<file path="config.mk">
export PLATFORM = sky130hd
export DESIGN_NAME = fetch_top
export DESIGN_NICKNAME = d
export VERILOG_FILES = /design/src/common/bp_pkg.sv /design/src/common/bp_lookup_if.sv /design/src/common/bp_update_if.sv /design/src/predictor/branch_predictor.sv /design/src/source/branch_resolver.sv /design/src/source/fetch_top.sv /design/src/source/pc_sequencer.sv
export SDC_FILE = /design/constraint.sdc
export NUM_CORES = 1
export LEC_CHECK = 0
export BUFFER_PORTS_ARGS = -buffer_cell sky130_fd_sc_hd__buf_4
export CAP_MARGIN = 10
export CORE_MARGIN = 5
export CORE_UTILIZATION = 62
export CTS_CLUSTER_DIAMETER = 120
export DETAILED_ROUTE_END_ITERATION = 7
export PLACE_DENSITY = 0.77
export SLEW_MARGIN = 20
export SYNTH_ARGS = -nofsm -noshare
export SYNTH_HDL_FRONTEND = slang
export SYNTH_HIERARCHICAL = 1
export SYNTH_SLANG_ARGS = --single-unit
</file>
<file path="constraint.sdc">
create_clock -name clk -period 5.1 [get_ports clk]
set_input_delay 0.255 -clock clk [delete_from_list [all_inputs] [get_ports clk]]
set_output_delay 0.255 -clock clk [all_outputs]
set_load 0.1 [all_outputs]
</file>
<file path="src/common/bp_pkg.sv">
package bp_pkg;

    // Sizing
    localparam int ADDR_WIDTH = 32;
    localparam int INDEX_BITS = 4;
    localparam int ENTRIES = 1 << INDEX_BITS;
    localparam int BYTE_BITS = 2;
    localparam int TAG_BITS = ADDR_WIDTH - INDEX_BITS - BYTE_BITS;

    typedef logic [ADDR_WIDTH-1:0] addr_t;
    typedef logic [INDEX_BITS-1:0] index_t;
    typedef logic [TAG_BITS-1:0] tag_t;

    localparam addr_t RESET_PC = '0;
    localparam addr_t INSTR_BYTES = addr_t'(4);

    // Two-bit saturating direction counter
    typedef enum logic [1:0] {
        STRONG_NT = 2'b00,
        WEAK_NT   = 2'b01,
        WEAK_T    = 2'b10,
        STRONG_T  = 2'b11
    } counter_t;

    function automatic index_t pc_index(addr_t pc);
        return pc[INDEX_BITS+BYTE_BITS-1:BYTE_BITS];
    endfunction

    function automatic tag_t pc_tag(addr_t pc);
        return pc[ADDR_WIDTH-1:INDEX_BITS+BYTE_BITS];
    endfunction

    function automatic logic is_taken(counter_t count);
        return (count == WEAK_T) || (count == STRONG_T);
    endfunction

endpackage

</file>
<file path="src/common/bp_lookup_if.sv">
`timescale 1ns/1ps

// Fetch address out to the predictor, prediction back
interface bp_lookup_if;
    bp_pkg::addr_t pc;
    logic hit;
    logic taken;
    bp_pkg::addr_t target;

    modport sequencer (
        output pc,
        input  hit,
        input  taken,
        input  target
    );

    modport predictor (
        input  pc,
        output hit,
        output taken,
        output target
    );
endinterface

</file>
<file path="src/common/bp_update_if.sv">
`timescale 1ns/1ps

// Training write from the resolver
// Single-cycle strobe with no acknowledge
interface bp_update_if;
    logic valid;
    bp_pkg::addr_t pc;
    logic taken;
    bp_pkg::addr_t target;

    modport resolver (
        output valid,
        output pc,
        output taken,
        output target
    );

    modport predictor (
        input valid,
        input pc,
        input taken,
        input target
    );
endinterface

</file>
<file path="src/predictor/branch_predictor.sv">
`timescale 1ns/1ps

module branch_predictor (
    input  logic clk,
    input  logic reset,
    bp_lookup_if.predictor lookup,
    bp_update_if.predictor update
);

    // Table storage
    logic valid_q [bp_pkg::ENTRIES];
    bp_pkg::tag_t tag_q [bp_pkg::ENTRIES];
    bp_pkg::addr_t target_q [bp_pkg::ENTRIES];
    bp_pkg::counter_t counter_q [bp_pkg::ENTRIES];

    bp_pkg::index_t look_idx;
    logic look_valid;

    bp_pkg::index_t upd_idx;
    bp_pkg::tag_t upd_tag;
    bp_pkg::counter_t base_count;
    bp_pkg::counter_t next_count;

    // Lookup path in the same cycle as the fetch address
    assign look_idx = bp_pkg::pc_index(lookup.pc);
    assign look_valid = valid_q[look_idx];

    assign lookup.hit = look_valid && (tag_q[look_idx] == bp_pkg::pc_tag(lookup.pc));
    assign lookup.taken = lookup.hit && bp_pkg::is_taken(counter_q[look_idx]);
    assign lookup.target = look_valid ? target_q[look_idx] : '0;

    assign upd_idx = bp_pkg::pc_index(update.pc);
    assign upd_tag = bp_pkg::pc_tag(update.pc);

    // A new or replaced branch counts from weak not-taken
    always_comb begin
        if (!valid_q[upd_idx] || (tag_q[upd_idx] != upd_tag)) begin
            base_count = bp_pkg::WEAK_NT;
        end else begin
            base_count = counter_q[upd_idx];
        end
    end

    // One saturating step in the resolved direction
    always_comb begin
        case (base_count)
            bp_pkg::STRONG_NT: next_count = update.taken ? bp_pkg::WEAK_NT : bp_pkg::STRONG_NT;
            bp_pkg::WEAK_NT:   next_count = update.taken ? bp_pkg::WEAK_T : bp_pkg::STRONG_NT;
            bp_pkg::WEAK_T:    next_count = update.taken ? bp_pkg::STRONG_T : bp_pkg::WEAK_NT;
            default:           next_count = update.taken ? bp_pkg::STRONG_T : bp_pkg::WEAK_T;
        endcase
    end

    always_ff @(posedge clk) begin
        if (reset) begin
            for (int i = 0; i < bp_pkg::ENTRIES; i++) begin
                valid_q[i] <= 1'b0;
                counter_q[i] <= bp_pkg::WEAK_NT;
            end
        end else if (update.valid) begin
            valid_q[upd_idx] <= 1'b1;
            counter_q[upd_idx] <= next_count;
        end
    end

    // Entry tag and target
    always_ff @(posedge clk) begin
        if (update.valid) begin
            tag_q[upd_idx] <= upd_tag;
            target_q[upd_idx] <= update.target;
        end
    end

    // Training writes must come from word-aligned branches
    update_pc_aligned: assert property (
        @(posedge clk) disable iff (reset)
        update.valid |-> (update.pc[1:0] == 2'b00)
    ) else $error("branch_predictor: misaligned update pc %h", update.pc);

endmodule

</file>
<file path="src/source/branch_resolver.sv">
`timescale 1ns/1ps

module branch_resolver (
    input  logic resolve_valid,
    input  bp_pkg::addr_t resolve_pc,
    input  logic resolve_taken,
    input  bp_pkg::addr_t resolve_target,
    input  logic resolve_pred_taken,
    input  bp_pkg::addr_t resolve_pred_target,
    output logic flush,
    output bp_pkg::addr_t flush_pc,
    bp_update_if.resolver update
);

    logic dir_wrong;
    logic target_wrong;

    // Wrong direction, or taken both ways but to another place
    assign dir_wrong = resolve_taken != resolve_pred_taken;
    assign target_wrong = resolve_taken && resolve_pred_taken &&
                          (resolve_target != resolve_pred_target);

    assign flush = resolve_valid && (dir_wrong || target_wrong);
    assign flush_pc = resolve_taken ? resolve_target : resolve_pc + bp_pkg::INSTR_BYTES;

    // Every resolved branch trains the table
    assign update.valid = resolve_valid;
    assign update.pc = resolve_pc;
    assign update.taken = resolve_taken;
    assign update.target = resolve_target;

    // Resolved branches sit on word boundaries
    always_comb begin
        if (resolve_valid) begin
            resolve_pc_aligned: assert final (resolve_pc[1:0] == 2'b00)
                else $error("branch_resolver: misaligned resolve pc %h", resolve_pc);
        end
    end

endmodule

</file>
<file path="src/source/fetch_top.sv">
`timescale 1ns/1ps

module fetch_top (
    input  logic clk,
    input  logic reset,
    input  logic stall,
    input  logic resolve_valid,
    input  bp_pkg::addr_t resolve_pc,
    input  logic resolve_taken,
    input  bp_pkg::addr_t resolve_target,
    input  logic resolve_pred_taken,
    input  bp_pkg::addr_t resolve_pred_target,
    output bp_pkg::addr_t fetch_pc,
    output logic pred_hit,
    output logic pred_taken,
    output bp_pkg::addr_t pred_target,
    output logic flush
);

    bp_lookup_if lookup_bus ();
    bp_update_if update_bus ();

    bp_pkg::addr_t flush_pc;

    branch_predictor u_predictor (
        .clk    (clk),
        .reset  (reset),
        .lookup (lookup_bus),
        .update (update_bus)
    );

    pc_sequencer u_sequencer (
        .clk      (clk),
        .reset    (reset),
        .stall    (stall),
        .flush    (flush),
        .flush_pc (flush_pc),
        .lookup   (lookup_bus),
        .fetch_pc (fetch_pc)
    );

    branch_resolver u_resolver (
        .resolve_valid       (resolve_valid),
        .resolve_pc          (resolve_pc),
        .resolve_taken       (resolve_taken),
        .resolve_target      (resolve_target),
        .resolve_pred_taken  (resolve_pred_taken),
        .resolve_pred_target (resolve_pred_target),
        .flush               (flush),
        .flush_pc            (flush_pc),
        .update              (update_bus)
    );

    // Prediction for the current fetch address
    assign pred_hit = lookup_bus.hit;
    assign pred_taken = lookup_bus.taken;
    assign pred_target = lookup_bus.target;

endmodule

</file>
<file path="src/source/pc_sequencer.sv">
`timescale 1ns/1ps

module pc_sequencer (
    input  logic clk,
    input  logic reset,
    input  logic stall,
    input  logic flush,
    input  bp_pkg::addr_t flush_pc,
    bp_lookup_if.sequencer lookup,
    output bp_pkg::addr_t fetch_pc
);

    bp_pkg::addr_t next_pc;

    assign lookup.pc = fetch_pc;

    // Redirect wins over stall, stall over prediction
    always_comb begin
        if (flush) begin
            next_pc = flush_pc;
        end else if (stall) begin
            next_pc = fetch_pc;
        end else if (lookup.taken) begin
            next_pc = lookup.target;
        end else begin
            next_pc = fetch_pc + bp_pkg::INSTR_BYTES;
        end
    end

    always_ff @(posedge clk) begin
        if (reset) begin
            fetch_pc <= bp_pkg::RESET_PC;
        end else begin
            fetch_pc <= next_pc;
        end
    end

    // Targets from the table and from execute keep fetch aligned
    fetch_pc_aligned: assert property (
        @(posedge clk) disable iff (reset)
        fetch_pc[1:0] == 2'b00
    ) else $error("pc_sequencer: misaligned fetch pc %h", fetch_pc);

endmodule

</file>
==> impl_metrics.csv <==
group,metric,value,unit
clocking,clkTransAtPathRegs,0.07,ns
place,port_buffers,168,
cells_and_area,layout.area.seq,29800,µm²
die,floorplan.initialDensity,62.4,%
sta,final-hold-violation-count,0,
route,drc_errors,0,
sta,min_period_over_period,96.3,%
cells_and_area,filler_cell_count,4492,
route,average_detailed_routed_wire_length_per_instance,36.4,µm
clocking,cts_made_buffers,99,
synth,syn_inst,2619,
power,power.density,377,nW/µm²
power,vdd.ir_drop.worst,0.389,mV
die,die-width,284,µm
cells_and_area,layout.cells.most_common,"sky130_fd_sc_hd__edfxtp_1",
run,timing.max_cap.violations,0,
worst_setup_path,worst_ep_arrival_time,4.65,ns
worst_setup_path,critPathRequiredTime,4.85,ns
die,floorplan.die.height,284,µm
sta,tns,0,ns
clocking,tritoncts,"done",
grt,grt_util_all_layers,34.3,%
route,drt.antenna.violating_nets,0,
cells_and_area,final_cell_mix,"sky130_fd_sc_hd__edfxtp_1 (960), sky130_fd_sc_hd__mux4_2 (382), sky130_fd_sc_hd__buf_4 (226)",
sta,rsz0062_at_grt,"no",
synth,ys.warnings.count,6,
worst_hold_path,hold_path.class,"in2reg",
clocking,cts-root-to-sink-buffers,3,
clocking,clock-root-buffer,"sky130_fd_sc_hd__clkbuf_16",
die,row_count,100,
worst_setup_path,setup.worst_path.end_class,"output pin",
clocking,cts_sinks,1008,
die,fp.coreArea,74300,µm²
grt,via_count_of_the_first_global_routing_pass,28688,
route,post_drt_via_cell_ratio,7.41,
sta,hold_ws,0.0359,ns
cells_and_area,nets_final,2878,
sta,fmaxAchievable,204,MHz
clocking,clock_tree.htree_level_count,3,
route,drt_iter0_markers,5079,
sta,tightestPinTransition,1.07,ns
sta,timing.final.max_slew_violations,0,
route,vias,28376,
sta,worst_clock_skew,0.0426,ns
route,routed_wirelength,139000,µm
clocking,cts_setup_buffers,0,
synth,syn_area_per_cell,17.7,µm²
synth,synthesis.area,46400,µm²
grt,grt_antenna_before_repair,7,
status,outcome,"finished, final reports clean",
die,io_pins,169,
place,gp_congestion,0.956,
sta,worst_slew_margin_rel,28.7,%
worst_setup_path,startpoint_type,"register",
cells_and_area,multi_input_comb_area,15100,µm²
clocking,worst_skew_pair.late_latency,0.68,ns
worst_setup_path,critPathMaxFanout,43,
cells_and_area,synthToLayoutAreaGrowth,13.1,%
grt,globalRoute.totalOverflow,0,
place,dp_hpwl,81100,µm
cells_and_area,post_route_cells_drive_above_1_share,30.8,%
die,design.die.area,80400,µm²
route,firstDrtPassIters,7,
sta,min_period,4.91,ns
sta,finalSetupViolations,0,
grt,grt_max_degree,124,
grt,grt_first_pass_wirelength,201000,µm
synth,synthesized_netlist_net_count,2724,
power,total_leakage_power,17.0,nW
worst_setup_path,setup.worst_path.class,"reg2out",
==> what timing repair did <==
item | CTS | global route
resized for setup | 0 | 1
hold buffers | 58 | 0
hold endpoints to repair | 897 | 0
setup endpoints to repair | 0 | 1
==> registers in the layout, summed over array words and instances, names as in the netlist <==
register / cells
u_predictor/counter_q: 32
u_predictor/tag_q: 416
u_predictor/target_q: 512
u_predictor/valid_q: 16
u_sequencer/fetch_pc: 32
==> critical path, stage by stage, from the launching register on <==
cell and delay (ns):
sky130_fd_sc_hd__dfxtp_4 0.52, sky130_fd_sc_hd__buf_12 0.34, sky130_fd_sc_hd__mux4_2 0.58, sky130_fd_sc_hd__mux4_2 0.55
sky130_fd_sc_hd__xor2_1 0.18, sky130_fd_sc_hd__nor4_1 0.58, sky130_fd_sc_hd__nand4_1 0.31, sky130_fd_sc_hd__nor3b_4 0.42
sky130_fd_sc_hd__buf_4 0.39
==> final timing paths <==
| kind | start | end | slack (ns) | depth (start not counted) |
|---|---|---|---|---|
| worst min register to register | u_predictor/valid_q[3]$_DFF_P_ | u_predictor/valid_q[3]$_DFF_P_ | 0.50 | 2 |
| worst max-delay path | u_sequencer/fetch_pc[2]$_SDFFE_PP0P_ | pred_taken | 0.19 | 8 |
| worst min-delay path | resolve_pc[17] | u_predictor/tag_q[2][11]$_DFFE_PP_ | 0.04 | 1 |
| worst max register to register | u_sequencer/fetch_pc[2]$_SDFFE_PP0P_ | u_sequencer/fetch_pc[27]$_SDFFE_PP0P_ | 0.25 | 12 |
==> final cells by class <==
| type | instances | share of cell area, % |
|---|---|---|
| clock inverter | 68 | 1.60 |
| sequential | 1008 | 56.8 |
| timing repair buffer | 308 | 5.25 |
| tap | 969 | 2.31 |
| antenna | 4 | 0.0191 |
| multi-input combinational | 1328 | 28.9 |
| inverter | 28 | 0.200 |
| clock buffer | 118 | 4.94 |
==> routing by layer <==
layer  GRT usage, %  routed length, µm
met5              0                 34
met4           12.4               5770
met1           47.1              48600
met3           10.0              19400
met2           53.6              65600
==> power by group <==
| part | switching [mW] | internal, mW | leakage (nW) |
|---|---|---|---|
| combinational | 1.59 | 1.01 | 6.23 |
| clock | 3.29 | 4.43 | 1.68 |
| sequential | 0.198 | 9.26 | 9.09 |
==> per-stage QoR <==
| step | power [mW] | instances | instance area [µm²] | utilization, % | setup WS (ns) |
|---|---|---|---|---|---|
| floorplan | 11.4 | 2619 | 46400 | - | 0.0211 |
| global placement | 12.0 | 3581 | 48400 | 65.1 | 0.469 |
| detailed placement | 12.1 | 3583 | 48400 | 65.2 | 0.427 |
| CTS | 19.7 | 3827 | 52500 | 70.6 | 0.255 |
| global route | 20.3 | 3827 | 52500 | 70.6 | 0.135 |
| finish | 19.8 | 3831 | 52500 | 70.6 | 0.191 |
(Power assumes the default switching activity.)
